## src/common/ooo_pkg.sv

```systemverilog
// sizes of the renaming core
// widths are kept by hand next to the counts they index
// FREE_LIST_DEPTH follows from the two register counts
package ooo_pkg;

  //////////////////////////////////////////////////////////////
  // register files
  //////////////////////////////////////////////////////////////
  localparam int NUM_ARCH_REGS  = 8;
  localparam int ARCH_REG_WIDTH = 3;
  localparam int NUM_PHYS_REGS  = 16;
  localparam int PHYS_REG_WIDTH = 4;

  //////////////////////////////////////////////////////////////
  // queues
  //////////////////////////////////////////////////////////////
  // reorder buffer, power of two so the pointers wrap on their own
  localparam int ROB_DEPTH     = 8;
  localparam int ROB_IDX_WIDTH = 3;

  // reservation stations in front of the single ALU
  localparam int IQ_DEPTH = 4;

  // physical registers with no architectural owner at reset
  localparam int FREE_LIST_DEPTH = NUM_PHYS_REGS - NUM_ARCH_REGS;

endpackage

```

## src/common/isa_pkg.sv

```systemverilog
// instruction set of the renaming core, words arrive already decoded
// ADD, SUB and XOR wrap modulo 2^16
// LI zero-extends its 11-bit immediate
package isa_pkg;
  import ooo_pkg::*;

  localparam int DATA_WIDTH   = 16;
  localparam int OPCODE_WIDTH = 2;
  localparam int IMM_WIDTH    = DATA_WIDTH - OPCODE_WIDTH - ARCH_REG_WIDTH;
  localparam int PAD_WIDTH    = DATA_WIDTH - OPCODE_WIDTH - 3 * ARCH_REG_WIDTH;

  // opcodes
  localparam logic [OPCODE_WIDTH-1:0] OP_ADD = 2'd0;
  localparam logic [OPCODE_WIDTH-1:0] OP_SUB = 2'd1;
  localparam logic [OPCODE_WIDTH-1:0] OP_XOR = 2'd2;
  localparam logic [OPCODE_WIDTH-1:0] OP_LI  = 2'd3;

  // one word, two views; opcode and rd sit at the same bits in both
  typedef union packed {
    struct packed {
      logic [OPCODE_WIDTH-1:0]   opcode;
      logic [ARCH_REG_WIDTH-1:0] rd;
      logic [ARCH_REG_WIDTH-1:0] ra;
      logic [ARCH_REG_WIDTH-1:0] rb;
      logic [PAD_WIDTH-1:0]      pad;
    } r;
    struct packed {
      logic [OPCODE_WIDTH-1:0]   opcode;
      logic [ARCH_REG_WIDTH-1:0] rd;
      logic [IMM_WIDTH-1:0]      imm;
    } i;
  } instr_u;

endpackage

```

## src/rename/free_list.sv

```systemverilog
`timescale 1ns/100ps
// circular queue of free physical register numbers
// starts full with the registers above the architectural range
// push and pop may land on the same edge
module free_list
  import ooo_pkg::*;
(
  input  logic                      clock,
  input  logic                      reset,
  input  logic                      pop,
  input  logic                      push,
  input  logic [PHYS_REG_WIDTH-1:0] push_tag,
  output logic [PHYS_REG_WIDTH-1:0] head_tag,
  output logic                      empty
);

  logic [PHYS_REG_WIDTH-1:0]          slots [FREE_LIST_DEPTH];
  logic [$clog2(FREE_LIST_DEPTH)-1:0] rd_ptr;
  logic [$clog2(FREE_LIST_DEPTH)-1:0] wr_ptr;
  logic [$clog2(FREE_LIST_DEPTH):0]   count;

  assign head_tag = slots[rd_ptr];
  assign empty    = (count == '0);

  // pointers wrap by overflow, depth is a power of two
  always_ff @(posedge clock) begin
    if (reset) begin
      for (int i = 0; i < FREE_LIST_DEPTH; i++) begin
        slots[i] <= PHYS_REG_WIDTH'(NUM_ARCH_REGS + i);
      end
      rd_ptr <= '0;
      wr_ptr <= '0;
      count  <= ($clog2(FREE_LIST_DEPTH) + 1)'(FREE_LIST_DEPTH);
    end else begin
      if (push) begin
        slots[wr_ptr] <= push_tag;
        wr_ptr        <= wr_ptr + 1'b1;
      end
      if (pop) begin
        rd_ptr <= rd_ptr + 1'b1;
      end
      case ({push, pop})
        2'b10:   count <= count + 1'b1;
        2'b01:   count <= count - 1'b1;
        default: count <= count;
      endcase
    end
  end

  // rename only pops with a head, the ROB only returns what rename took
  assert property (@(posedge clock) disable iff (reset)
    !(pop && empty) && !(push && (count == FREE_LIST_DEPTH)));

endmodule

```

## src/rename/rename_stage.sv

```systemverilog
`timescale 1ns/100ps
// rename stage: map table, physical ready bits, free list
// dispatch_instr has to hold still while dispatch_valid waits
// LI reads no sources, both are reported ready
// no checkpoints, the map only moves forward
module rename_stage
  import ooo_pkg::*;
  import isa_pkg::*;
(
  input  logic                      clock,
  input  logic                      reset,
  input  logic                      dispatch_valid,
  input  instr_u                    dispatch_instr,
  output logic                      dispatch_ready,
  input  logic                      rob_full,
  input  logic                      iq_full,
  input  logic                      cdb_valid,
  input  logic [PHYS_REG_WIDTH-1:0] cdb_tag,
  input  logic                      free_valid,
  input  logic [PHYS_REG_WIDTH-1:0] free_tag,
  output logic                      alloc_fire,
  output logic [ARCH_REG_WIDTH-1:0] alloc_rd,
  output logic [PHYS_REG_WIDTH-1:0] alloc_new_tag,
  output logic [PHYS_REG_WIDTH-1:0] alloc_old_tag,
  output logic [OPCODE_WIDTH-1:0]   alloc_op,
  output logic [PHYS_REG_WIDTH-1:0] alloc_src_a,
  output logic [PHYS_REG_WIDTH-1:0] alloc_src_b,
  output logic                      alloc_src_a_ready,
  output logic                      alloc_src_b_ready,
  output logic [IMM_WIDTH-1:0]      alloc_imm
);

  logic [PHYS_REG_WIDTH-1:0] map_table [NUM_ARCH_REGS];
  logic [NUM_PHYS_REGS-1:0]  phys_ready;
  logic                      fl_empty;
  logic                      is_li;

  // new_tag is whatever sits at the head of the free list
  free_list free_list_inst (
    .clock    (clock),
    .reset    (reset),
    .pop      (alloc_fire),
    .push     (free_valid),
    .push_tag (free_tag),
    .head_tag (alloc_new_tag),
    .empty    (fl_empty)
  );

  //////////////////////////////////////////////////////////////
  // decode and lookup
  //////////////////////////////////////////////////////////////
  assign alloc_op  = dispatch_instr.r.opcode;
  assign alloc_rd  = dispatch_instr.r.rd;
  assign alloc_imm = dispatch_instr.i.imm;
  assign is_li     = (alloc_op == OP_LI);

  // map read before the same-edge update, so rd == ra still sees the old tag
  assign alloc_src_a   = map_table[dispatch_instr.r.ra];
  assign alloc_src_b   = map_table[dispatch_instr.r.rb];
  assign alloc_old_tag = map_table[alloc_rd];

  // ready if already marked, or broadcast on the CDB right now
  assign alloc_src_a_ready = is_li || phys_ready[alloc_src_a] ||
                             (cdb_valid && (cdb_tag == alloc_src_a));
  assign alloc_src_b_ready = is_li || phys_ready[alloc_src_b] ||
                             (cdb_valid && (cdb_tag == alloc_src_b));

  assign dispatch_ready = !fl_empty && !rob_full && !iq_full;
  assign alloc_fire     = dispatch_valid && dispatch_ready;

  // identity map at reset, every register holds a ready zero
  always_ff @(posedge clock) begin
    if (reset) begin
      for (int i = 0; i < NUM_ARCH_REGS; i++) begin
        map_table[i] <= PHYS_REG_WIDTH'(i);
      end
      phys_ready <= '1;
    end else begin
      if (cdb_valid) begin
        phys_ready[cdb_tag] <= 1'b1;
      end
      // popped tag is never in flight, so no clash with the CDB
      if (alloc_fire) begin
        map_table[alloc_rd]       <= alloc_new_tag;
        phys_ready[alloc_new_tag] <= 1'b0;
      end
    end
  end

endmodule

```

## src/rob/reorder_buffer.sv

```systemverilog
`timescale 1ns/100ps
// in-order reorder buffer, no flush
// done bits come from the CDB matching an entry's new tag
// the head result is read through the register file R port
// retiring hands old_tag back to the free list
module reorder_buffer
  import ooo_pkg::*;
  import isa_pkg::*;
(
  input  logic                      clock,
  input  logic                      reset,
  input  logic                      alloc_fire,
  input  logic [ARCH_REG_WIDTH-1:0] alloc_rd,
  input  logic [PHYS_REG_WIDTH-1:0] alloc_new_tag,
  input  logic [PHYS_REG_WIDTH-1:0] alloc_old_tag,
  input  logic                      cdb_valid,
  input  logic [PHYS_REG_WIDTH-1:0] cdb_tag,
  input  logic                      retire_ready,
  input  logic [DATA_WIDTH-1:0]     head_value,
  output logic                      rob_full,
  output logic                      retire_valid,
  output logic [ARCH_REG_WIDTH-1:0] retire_arch_reg,
  output logic [DATA_WIDTH-1:0]     retire_value,
  output logic [PHYS_REG_WIDTH-1:0] head_tag,
  output logic                      free_valid,
  output logic [PHYS_REG_WIDTH-1:0] free_tag
);

  logic [ARCH_REG_WIDTH-1:0] rd_q      [ROB_DEPTH];
  logic [PHYS_REG_WIDTH-1:0] new_tag_q [ROB_DEPTH];
  logic [PHYS_REG_WIDTH-1:0] old_tag_q [ROB_DEPTH];
  logic [ROB_DEPTH-1:0]      live;
  logic [ROB_DEPTH-1:0]      done;
  logic [ROB_IDX_WIDTH-1:0]  head;
  logic [ROB_IDX_WIDTH-1:0]  tail;
  logic [ROB_IDX_WIDTH:0]    count;
  logic                      retire_fire;

  //////////////////////////////////////////////////////////////
  // retire side
  //////////////////////////////////////////////////////////////
  assign rob_full        = (count == ROB_DEPTH);
  assign retire_valid    = live[head] && done[head];
  assign retire_fire     = retire_valid && retire_ready;
  assign retire_arch_reg = rd_q[head];
  assign head_tag        = new_tag_q[head];
  // head tag stays live until it retires, so the value holds under stall
  assign retire_value    = head_value;
  assign free_valid      = retire_fire;
  assign free_tag        = old_tag_q[head];

  // entry payload, written once at allocation
  always_ff @(posedge clock) begin
    if (alloc_fire) begin
      rd_q[tail]      <= alloc_rd;
      new_tag_q[tail] <= alloc_new_tag;
      old_tag_q[tail] <= alloc_old_tag;
    end
  end

  always_ff @(posedge clock) begin
    if (reset) begin
      live  <= '0;
      done  <= '0;
      head  <= '0;
      tail  <= '0;
      count <= '0;
    end else begin
      // stale entries may hold a recycled tag, only live ones complete
      for (int i = 0; i < ROB_DEPTH; i++) begin
        if (cdb_valid && live[i] && (new_tag_q[i] == cdb_tag)) begin
          done[i] <= 1'b1;
        end
      end
      if (alloc_fire) begin
        live[tail] <= 1'b1;
        done[tail] <= 1'b0;
        tail       <= tail + 1'b1;
      end
      if (retire_fire) begin
        live[head] <= 1'b0;
        head       <= head + 1'b1;
      end
      case ({alloc_fire, retire_fire})
        2'b10:   count <= count + 1'b1;
        2'b01:   count <= count - 1'b1;
        default: count <= count;
      endcase
    end
  end

  // live bits and the occupancy count must agree
  assert property (@(posedge clock) disable iff (reset)
    retire_valid |-> (count != '0));

endmodule

```

## src/logic/issue_queue.sv

```systemverilog
`timescale 1ns/100ps
// reservation stations for the one ALU
// entry 0 is the oldest, the queue closes up behind an issued entry
// select looks at registered ready bits, so wakeup costs one cycle
module issue_queue
  import ooo_pkg::*;
  import isa_pkg::*;
(
  input  logic                      clock,
  input  logic                      reset,
  input  logic                      alloc_fire,
  input  logic [OPCODE_WIDTH-1:0]   alloc_op,
  input  logic [PHYS_REG_WIDTH-1:0] alloc_src_a,
  input  logic [PHYS_REG_WIDTH-1:0] alloc_src_b,
  input  logic                      alloc_src_a_ready,
  input  logic                      alloc_src_b_ready,
  input  logic [IMM_WIDTH-1:0]      alloc_imm,
  input  logic [PHYS_REG_WIDTH-1:0] alloc_new_tag,
  input  logic                      cdb_valid,
  input  logic [PHYS_REG_WIDTH-1:0] cdb_tag,
  output logic                      iq_full,
  output logic                      issue_valid,
  output logic [OPCODE_WIDTH-1:0]   issue_op,
  output logic [PHYS_REG_WIDTH-1:0] issue_src_a,
  output logic [PHYS_REG_WIDTH-1:0] issue_src_b,
  output logic [IMM_WIDTH-1:0]      issue_imm,
  output logic [PHYS_REG_WIDTH-1:0] issue_dest
);

  logic [IQ_DEPTH-1:0]           valid_q;
  logic [IQ_DEPTH-1:0]           rdy_a_q;
  logic [IQ_DEPTH-1:0]           rdy_b_q;
  logic [OPCODE_WIDTH-1:0]       op_q    [IQ_DEPTH];
  logic [PHYS_REG_WIDTH-1:0]     src_a_q [IQ_DEPTH];
  logic [PHYS_REG_WIDTH-1:0]     src_b_q [IQ_DEPTH];
  logic [IMM_WIDTH-1:0]          imm_q   [IQ_DEPTH];
  logic [PHYS_REG_WIDTH-1:0]     dest_q  [IQ_DEPTH];
  logic [IQ_DEPTH-1:0]           rdy_a_w;
  logic [IQ_DEPTH-1:0]           rdy_b_w;
  logic [IQ_DEPTH-1:0]           grant;
  logic [IQ_DEPTH-1:0]           shift;
  logic [$clog2(IQ_DEPTH)-1:0]   grant_idx;
  logic [$clog2(IQ_DEPTH)-1:0]   wr_idx;
  logic [$clog2(IQ_DEPTH):0]     count;

  //////////////////////////////////////////////////////////////
  // wakeup and oldest-ready select
  //////////////////////////////////////////////////////////////
  always_comb begin
    grant     = '0;
    shift     = '0;
    grant_idx = '0;
    count     = '0;
    for (int i = 0; i < IQ_DEPTH; i++) begin
      rdy_a_w[i] = rdy_a_q[i] || (cdb_valid && (cdb_tag == src_a_q[i]));
      rdy_b_w[i] = rdy_b_q[i] || (cdb_valid && (cdb_tag == src_b_q[i]));
      if (valid_q[i] && rdy_a_q[i] && rdy_b_q[i] && (grant == '0)) begin
        grant[i]  = 1'b1;
        grant_idx = ($clog2(IQ_DEPTH))'(i);
      end
      // granted entry and everything younger move down one slot
      shift[i] = |grant;
      count    = count + valid_q[i];
    end
  end

  assign iq_full     = valid_q[IQ_DEPTH-1];
  assign issue_valid = |grant;
  assign issue_op    = op_q[grant_idx];
  assign issue_src_a = src_a_q[grant_idx];
  assign issue_src_b = src_b_q[grant_idx];
  assign issue_imm   = imm_q[grant_idx];
  assign issue_dest  = dest_q[grant_idx];
  // new entry goes just above the survivors
  assign wr_idx      = ($clog2(IQ_DEPTH))'(count - issue_valid);

  always_ff @(posedge clock) begin
    if (reset) begin
      valid_q <= '0;
    end else begin
      for (int i = 0; i < IQ_DEPTH - 1; i++) begin
        if (shift[i]) begin
          valid_q[i] <= valid_q[i+1];
        end
      end
      if (shift[IQ_DEPTH-1]) begin
        valid_q[IQ_DEPTH-1] <= 1'b0;
      end
      if (alloc_fire) begin
        valid_q[wr_idx] <= 1'b1;
      end
    end
  end

  // payload and ready bits, meaningful only under valid_q
  always_ff @(posedge clock) begin
    rdy_a_q <= rdy_a_w;
    rdy_b_q <= rdy_b_w;
    for (int i = 0; i < IQ_DEPTH - 1; i++) begin
      if (shift[i]) begin
        op_q[i]    <= op_q[i+1];
        src_a_q[i] <= src_a_q[i+1];
        src_b_q[i] <= src_b_q[i+1];
        imm_q[i]   <= imm_q[i+1];
        dest_q[i]  <= dest_q[i+1];
        rdy_a_q[i] <= rdy_a_w[i+1];
        rdy_b_q[i] <= rdy_b_w[i+1];
      end
    end
    if (alloc_fire) begin
      op_q[wr_idx]    <= alloc_op;
      src_a_q[wr_idx] <= alloc_src_a;
      src_b_q[wr_idx] <= alloc_src_b;
      imm_q[wr_idx]   <= alloc_imm;
      dest_q[wr_idx]  <= alloc_new_tag;
      rdy_a_q[wr_idx] <= alloc_src_a_ready;
      rdy_b_q[wr_idx] <= alloc_src_b_ready;
    end
  end

  // live entries stay packed from slot 0 and no write lands while full
  assert property (@(posedge clock) disable iff (reset)
    ((valid_q & (valid_q + 1'b1)) == '0) && !(alloc_fire && iq_full));

endmodule

```

## src/logic/phys_regfile.sv

```systemverilog
`timescale 1ns/100ps
// physical register file
// A and B feed the ALU, R feeds the ROB head; all reads asynchronous
// one write port, driven by the CDB
module phys_regfile
  import ooo_pkg::*;
  import isa_pkg::*;
(
  input  logic                      clock,
  input  logic                      reset,
  input  logic [PHYS_REG_WIDTH-1:0] rd_a_tag,
  input  logic [PHYS_REG_WIDTH-1:0] rd_b_tag,
  input  logic [PHYS_REG_WIDTH-1:0] rd_r_tag,
  input  logic                      wr_en,
  input  logic [PHYS_REG_WIDTH-1:0] wr_tag,
  input  logic [DATA_WIDTH-1:0]     wr_data,
  output logic [DATA_WIDTH-1:0]     rd_a_data,
  output logic [DATA_WIDTH-1:0]     rd_b_data,
  output logic [DATA_WIDTH-1:0]     rd_r_data
);

  logic [DATA_WIDTH-1:0] regs [NUM_PHYS_REGS];

  assign rd_a_data = regs[rd_a_tag];
  assign rd_b_data = regs[rd_b_tag];
  assign rd_r_data = regs[rd_r_tag];

  // architectural state starts at zero
  always_ff @(posedge clock) begin
    if (reset) begin
      for (int i = 0; i < NUM_PHYS_REGS; i++) begin
        regs[i] <= '0;
      end
    end else if (wr_en) begin
      regs[wr_tag] <= wr_data;
    end
  end

endmodule

```

## src/logic/execute_unit.sv

```systemverilog
`timescale 1ns/100ps
// single-cycle ALU, its output register is the CDB
// one issue per cycle, no stall from downstream
module execute_unit
  import ooo_pkg::*;
  import isa_pkg::*;
(
  input  logic                      clock,
  input  logic                      reset,
  input  logic                      issue_valid,
  input  logic [OPCODE_WIDTH-1:0]   issue_op,
  input  logic [IMM_WIDTH-1:0]      issue_imm,
  input  logic [PHYS_REG_WIDTH-1:0] issue_dest,
  input  logic [DATA_WIDTH-1:0]     src_a_data,
  input  logic [DATA_WIDTH-1:0]     src_b_data,
  output logic                      cdb_valid,
  output logic [PHYS_REG_WIDTH-1:0] cdb_tag,
  output logic [DATA_WIDTH-1:0]     cdb_data
);

  logic [DATA_WIDTH-1:0] alu_result;

  // all ops wrap at 16 bits
  always_comb begin
    case (issue_op)
      OP_ADD:  alu_result = src_a_data + src_b_data;
      OP_SUB:  alu_result = src_a_data - src_b_data;
      OP_XOR:  alu_result = src_a_data ^ src_b_data;
      default: alu_result = {{(DATA_WIDTH - IMM_WIDTH){1'b0}}, issue_imm};
    endcase
  end

  always_ff @(posedge clock) begin
    if (reset) begin
      cdb_valid <= 1'b0;
    end else begin
      cdb_valid <= issue_valid;
    end
  end

  // broadcast payload
  always_ff @(posedge clock) begin
    if (issue_valid) begin
      cdb_tag  <= issue_dest;
      cdb_data <= alu_result;
    end
  end

endmodule

```

## src/logic/ooo_core.sv

```systemverilog
`timescale 1ns/100ps
// top of the renaming core, instances and wires only
// dispatch takes decoded words on valid/ready
// retire returns results in program order on valid/ready
// no flush path, every accepted instruction retires
module ooo_core
  import ooo_pkg::*;
  import isa_pkg::*;
(
  input  logic                      clock,
  input  logic                      reset,
  input  logic                      dispatch_valid,
  input  instr_u                    dispatch_instr,
  output logic                      dispatch_ready,
  output logic                      retire_valid,
  input  logic                      retire_ready,
  output logic [ARCH_REG_WIDTH-1:0] retire_arch_reg,
  output logic [DATA_WIDTH-1:0]     retire_value
);

  // rename to ROB and issue queue
  logic                      alloc_fire;
  logic [ARCH_REG_WIDTH-1:0] alloc_rd;
  logic [PHYS_REG_WIDTH-1:0] alloc_new_tag;
  logic [PHYS_REG_WIDTH-1:0] alloc_old_tag;
  logic [OPCODE_WIDTH-1:0]   alloc_op;
  logic [PHYS_REG_WIDTH-1:0] alloc_src_a;
  logic [PHYS_REG_WIDTH-1:0] alloc_src_b;
  logic                      alloc_src_a_ready;
  logic                      alloc_src_b_ready;
  logic [IMM_WIDTH-1:0]      alloc_imm;
  logic                      rob_full;
  logic                      iq_full;
  // ROB back to rename and the register file
  logic                      free_valid;
  logic [PHYS_REG_WIDTH-1:0] free_tag;
  logic [PHYS_REG_WIDTH-1:0] head_tag;
  logic [DATA_WIDTH-1:0]     head_value;
  // issue and operand read
  logic                      issue_valid;
  logic [OPCODE_WIDTH-1:0]   issue_op;
  logic [PHYS_REG_WIDTH-1:0] issue_src_a;
  logic [PHYS_REG_WIDTH-1:0] issue_src_b;
  logic [IMM_WIDTH-1:0]      issue_imm;
  logic [PHYS_REG_WIDTH-1:0] issue_dest;
  logic [DATA_WIDTH-1:0]     src_a_data;
  logic [DATA_WIDTH-1:0]     src_b_data;
  // common data bus
  logic                      cdb_valid;
  logic [PHYS_REG_WIDTH-1:0] cdb_tag;
  logic [DATA_WIDTH-1:0]     cdb_data;

  //////////////////////////////////////////////////////////////
  // pipeline blocks, ports named after the wires above
  //////////////////////////////////////////////////////////////
  rename_stage   rename_stage_inst   (.*);
  reorder_buffer reorder_buffer_inst (.*);
  issue_queue    issue_queue_inst    (.*);
  execute_unit   execute_unit_inst   (.*);

  // CDB writes, issue and ROB head read
  phys_regfile phys_regfile_inst (
    .clock     (clock),
    .reset     (reset),
    .rd_a_tag  (issue_src_a),
    .rd_b_tag  (issue_src_b),
    .rd_r_tag  (head_tag),
    .wr_en     (cdb_valid),
    .wr_tag    (cdb_tag),
    .wr_data   (cdb_data),
    .rd_a_data (src_a_data),
    .rd_b_data (src_b_data),
    .rd_r_data (head_value)
  );

endmodule

```

## config.mk

```make
export PLATFORM = sky130hd
export DESIGN_NAME = ooo_core
export DESIGN_NICKNAME = d
export VERILOG_FILES = /design/src/common/ooo_pkg.sv /design/src/common/isa_pkg.sv /design/src/rename/free_list.sv /design/src/rename/rename_stage.sv /design/src/rob/reorder_buffer.sv /design/src/logic/issue_queue.sv /design/src/logic/phys_regfile.sv /design/src/logic/execute_unit.sv /design/src/logic/ooo_core.sv
export SDC_FILE = /design/constraint.sdc
export NUM_CORES = 1
export LEC_CHECK = 0
export BUFFER_PORTS_ARGS = -buffer_cell sky130_fd_sc_hd__buf_2
export CELL_PAD_IN_SITES_DETAIL_PLACEMENT = 0
export CELL_PAD_IN_SITES_GLOBAL_PLACEMENT = 1
export CORE_ASPECT_RATIO = 1.2
export CORE_MARGIN = 1
export CORE_UTILIZATION = 57
export DETAILED_ROUTE_END_ITERATION = 8
export PLACE_DENSITY = 0.86
export SKIP_LAST_GASP = 1
export SLEW_MARGIN = 20
export SYNTH_ARGS = -nofsm -noshare
export SYNTH_HDL_FRONTEND = slang
export SYNTH_SLANG_ARGS = --single-unit
```

## constraint.sdc

```tcl
create_clock -name clock -period 13.3 [get_ports clock]
set_input_delay 0.665 -clock clock [delete_from_list [all_inputs] [get_ports clock]]
set_output_delay 0.665 -clock clock [all_outputs]
set_load 0.05 [all_outputs]
```

==> metrics.txt <==
# TYPE chip_impl_metric gauge
chip_impl_info{name="commonest_register_cell_after_synthesis",value="edfxtp_1"} 1
chip_impl_metric{name="initial_core_util",unit="%"} 57.98
chip_impl_metric{name="post_route_wl",unit="mm"} 100.8
chip_impl_metric{name="n_fill_cell",unit=""} 4673
chip_impl_info{name="endpoint_kind",value="flop"} 1
chip_impl_metric{name="via_count_of_the_first_global_routing_pass",unit=""} 24430
chip_impl_metric{name="grt_first_pass_wirelength",unit="mm"} 149.1
chip_impl_metric{name="timing.final.setup_violations",unit=""} 0
chip_impl_info{name="synth_top_area_cell",value="edfxtp_1"} 1
chip_impl_metric{name="maximum_fanout_encountered_on_the_critical_timing_path",unit=""} 49
chip_impl_metric{name="drive_above_1_share",unit="%"} 14.29
chip_impl_metric{name="worst_ep_arrival_time",unit="ns"} 7.20
chip_impl_metric{name="worst_pin_slew",unit="ns"} 1.271
chip_impl_metric{name="clk_transition_reported_paths",unit="ns"} 0.06
chip_impl_metric{name="ios",unit=""} 41
chip_impl_metric{name="grt_start_max_net_pins",unit=""} 140
chip_impl_metric{name="layout-area-overhead-vs-synth",unit="%"} 8.994
chip_impl_metric{name="detail_route.drc_violations",unit=""} 0
chip_impl_metric{name="site_rows",unit=""} 98
chip_impl_metric{name="post_synth_num_cell_types",unit=""} 81
chip_impl_metric{name="cap_violations",unit=""} 0
chip_impl_info{name="tritoncts",value="yes"} 1
chip_impl_metric{name="via_per_inst",unit=""} 6.495
chip_impl_info{name="status",value="finished, final reports clean"} 1
chip_impl_metric{name="synth.top_cell.area_share",unit="%"} 45.61
chip_impl_info{name="cts-root-buf",value="clkbuf_16"} 1
chip_impl_metric{name="period_minus_slack",unit="ns"} 6.811
chip_impl_metric{name="diodes",unit=""} 0
chip_impl_metric{name="seq_area_frac_synth",unit="%"} 49.70
chip_impl_metric{name="postSynthAreaPerCell",unit="sq um"} 11.80
chip_impl_metric{name="via_count",unit=""} 24420
chip_impl_metric{name="clock.fmax",unit="GHz"} 0.1468
chip_impl_info{name="setup.worst_path.start_class",value="flop"} 1
chip_impl_metric{name="numClockSinks",unit=""} 599
chip_impl_metric{name="clk_latency",unit="ns"} 0.65
chip_impl_metric{name="finalNetCount",unit=""} 2965
chip_impl_metric{name="synthArstFlopShare",unit="%"} 0
chip_impl_metric{name="groute.usage.overall",unit="%"} 32.59
chip_impl_metric{name="synth.cell_area",unit="sq mm"} 0.03476
chip_impl_metric{name="cts_setup_buffers",unit=""} 0
chip_impl_metric{name="post_synth_inst_count",unit=""} 2946
chip_impl_metric{name="crit_path_required_time",unit="ns"} 13.69
chip_impl_metric{name="synthesis.yosys.warnings",unit=""} 0
chip_impl_metric{name="initial_antenna_violation_count",unit=""} 2
chip_impl_metric{name="die_y",unit="um"} 272.5
chip_impl_metric{name="x_dimension_of_the_die",unit="um"} 227.4
chip_impl_metric{name="mappedNetlistNets",unit=""} 2998
chip_impl_metric{name="die_area",unit="sq mm"} 0.06198
chip_impl_metric{name="maxSlewViolCount",unit=""} 0
chip_impl_metric{name="hpwl",unit="mm"} 63.41
chip_impl_metric{name="hold_slack",unit="ns"} 0.2525
chip_impl_metric{name="hold_violations_final",unit=""} 0
chip_impl_metric{name="place.gp.congestion",unit=""} 0.9576
chip_impl_metric{name="final_min_period_over_clock_period",unit="%"} 51.21
chip_impl_metric{name="cts_repair_resize_count",unit=""} 0
chip_impl_metric{name="clock_skew",unit="ns"} 0.02524
chip_impl_info{name="timing_worst_setup_path_type",value="reg2reg"} 1
chip_impl_info{name="yosys.cell_count.top_type",value="edfxtp_1"} 1
chip_impl_metric{name="setup_tns",unit="ns"} 0
chip_impl_metric{name="timing.max_slew.rel_slack",unit="%"} 14.75
chip_impl_metric{name="initialDrtViolationCount",unit=""} 2280
chip_impl_metric{name="global_route.overflow_total",unit=""} 0
chip_impl_metric{name="cts-hold-fix-buffers",unit=""} 0
chip_impl_metric{name="cts-buffers-inserted",unit=""} 58
chip_impl_metric{name="number_of_synthesized_flops_with_an_enable_pin",unit=""} 528
chip_impl_metric{name="antenna_left",unit=""} 0
chip_impl_metric{name="htree_num_levels",unit=""} 2
chip_impl_metric{name="place.port_buffers",unit=""} 40
chip_impl_info{name="hold_path_class",value="in2reg"} 1
chip_impl_metric{name="yosys_register_bits",unit=""} 599
chip_impl_info{name="synth_top_cells_by_count",value="edfxtp_1 (528), mux2i_1 (491), and2_1 (306)"} 1
chip_impl_metric{name="max-clock-path-buffers",unit=""} 3
chip_impl_metric{name="wl_per_cell",unit="um"} 26.81
chip_impl_metric{name="floorplan.core_area",unit="sq mm"} 0.05996
chip_impl_metric{name="drtPass1Iterations",unit=""} 6
chip_impl_info{name="synth.top_cells.by_area",value="edfxtp_1 (46%), mux2i_1 (14%), and2_1 (5.5%), mux4_2 (4.2%), dfxtp_1 (4.1%)"} 1
chip_impl_info{name="grt_setup_unrepaired",value="false"} 1
[final cells by class]
type,instances,area [sq um],area share [%]
Sequential cell,599,17280,45.60
Multi-Input combinational cell,2098,16710,44.10
Clock buffer,80,1605,4.237
Tap cell,800,1001,2.642
Timing Repair Buffer,112,760.7,2.008
Clock inverter,27,371.6,0.9807
Inverter,44,165.2,0.4359
[cell usage in the layout, fill, tap and decap left out, types with 71 or more instances in the layout]
| cell | n |
|---|---|
| edfxtp_1 | 528 |
| mux2i_1 | 486 |
| and2_1 | 306 |
| nand2_1 | 222 |
| nor2_1 | 153 |
| a21oi_1 | 107 |
| a211oi_1 | 106 |
| mux2_2 | 79 |
| xor2_1 | 75 |
| dfxtp_1 | 71 |
[through the flow]
| step | cells | cell area (sq um) | utilization, % | setup WS [ns] |
|---|---|---|---|---|
| 5_1_grt | 3760 | 37890 | 63.19 | 6.104 |
| 4_1_cts | 3759 | 37880 | 63.17 | 6.586 |
| 2_1_floorplan | 2946 | 34760 | - | 7.985 |
| 6_report | 3760 | 37890 | 63.19 | 6.489 |
| 3_3_place_gp | 3652 | 35890 | 59.85 | 6.773 |
| 3_5_place_dp | 3652 | 35900 | 59.87 | 6.619 |
[kinds of logic (layout without fill, tap and decap cells)]
group,Yosys count,after routing,share of synthesized area [%]
simple gates,878,878,12.86
mux,638,638,21.05
flops,599,599,49.70
compound gates,423,423,8.498
buf+inv,249,263,3.412
xor+xnor,127,127,3.239
fa+ha+maj,32,32,1.238
[worst max-delay path, cell delays in order (launching register included)]
cell and delay, ns:
dfxtp_1 0.43, and3_1 0.32, o21ai_1 0.18, nand2_2 0.10, buf_4 0.49, a211oi_1 0.18, a31oi_4 0.18, buf_4 0.42
buf_4 0.82, a211oi_1 0.09, a211oi_1 0.27, a211oi_1 0.10, a21o_1 0.23, ha_1 0.23, fa_1 0.47, nor2b_1 0.11
o21ai_0 0.10, a21boi_0 0.17, o21ai_0 0.12, a21boi_0 0.25, o21ai_0 0.15, a21boi_0 0.29, o21ai_0 0.19, a21oi_1 0.30
a311o_1 0.22, o211ai_1 0.09
[path summary, 6_finish.rpt]
| kind | endpoint | from | slack (ns) | depth (start not counted) |
|---|---|---|---|---|
| setup reg to reg | execute_unit_inst.cdb_data[14]$_DFFE_PN_ | issue_queue_inst.valid_q[2]$_SDFF_PP0_ | 6.49 | 25 |
| setup / recovery | execute_unit_inst.cdb_data[14]$_DFFE_PN_ | issue_queue_inst.valid_q[2]$_SDFF_PP0_ | 6.49 | 25 |
| hold reg to reg | rename_stage_inst.free_list_inst.rd_ptr[1]$_SDFFE_PP0P_ | rename_stage_inst.free_list_inst.rd_ptr[1]$_SDFFE_PP0P_ | 0.49 | 2 |
| hold / removal | issue_queue_inst.imm_q[3][4]$_DFFE_PP_ | dispatch_instr[4] | 0.25 | 1 |
[routing by layer]
layer | GRT usage [%] | vias to the layer above | routed length [um]
met1 | 39.64 | 12160 | 37540
met3 | 5.784 | 322 | 7999
met4 | 17.15 | 2 | 5776
li1 | - | 10850 | -
met5 | 0 | - | 11
met2 | 55.13 | 1089 | 49460
[registers in the layout, indices dropped and copies added (netlist names), 4 cells and up, named ones only]
| register | cells |
|---|---|
| reorder_buffer_inst.live | 8 |
| rename_stage_inst.map_table | 32 |
| reorder_buffer_inst.rd_q | 24 |
| phys_regfile_inst.regs | 256 |
| issue_queue_inst.dest_q | 16 |
| reorder_buffer_inst.count | 4 |
| execute_unit_inst.cdb_tag | 4 |
| issue_queue_inst.rdy_a_q | 4 |
| issue_queue_inst.valid_q | 4 |
| issue_queue_inst.src_b_q | 16 |
| rename_stage_inst.phys_ready | 16 |
| reorder_buffer_inst.old_tag_q | 32 |
| issue_queue_inst.imm_q | 44 |
| issue_queue_inst.src_a_q | 16 |
| execute_unit_inst.cdb_data | 16 |
| reorder_buffer_inst.done | 8 |
| issue_queue_inst.rdy_b_q | 4 |
| issue_queue_inst.op_q | 8 |
| rename_stage_inst.free_list_inst.slots | 32 |
| reorder_buffer_inst.new_tag_q | 32 |
| rename_stage_inst.free_list_inst.count | 4 |
Power is left out: the tool's default activity adds up to more than one toggle a clock period on the data nets, which glitch-free logic cannot reach.
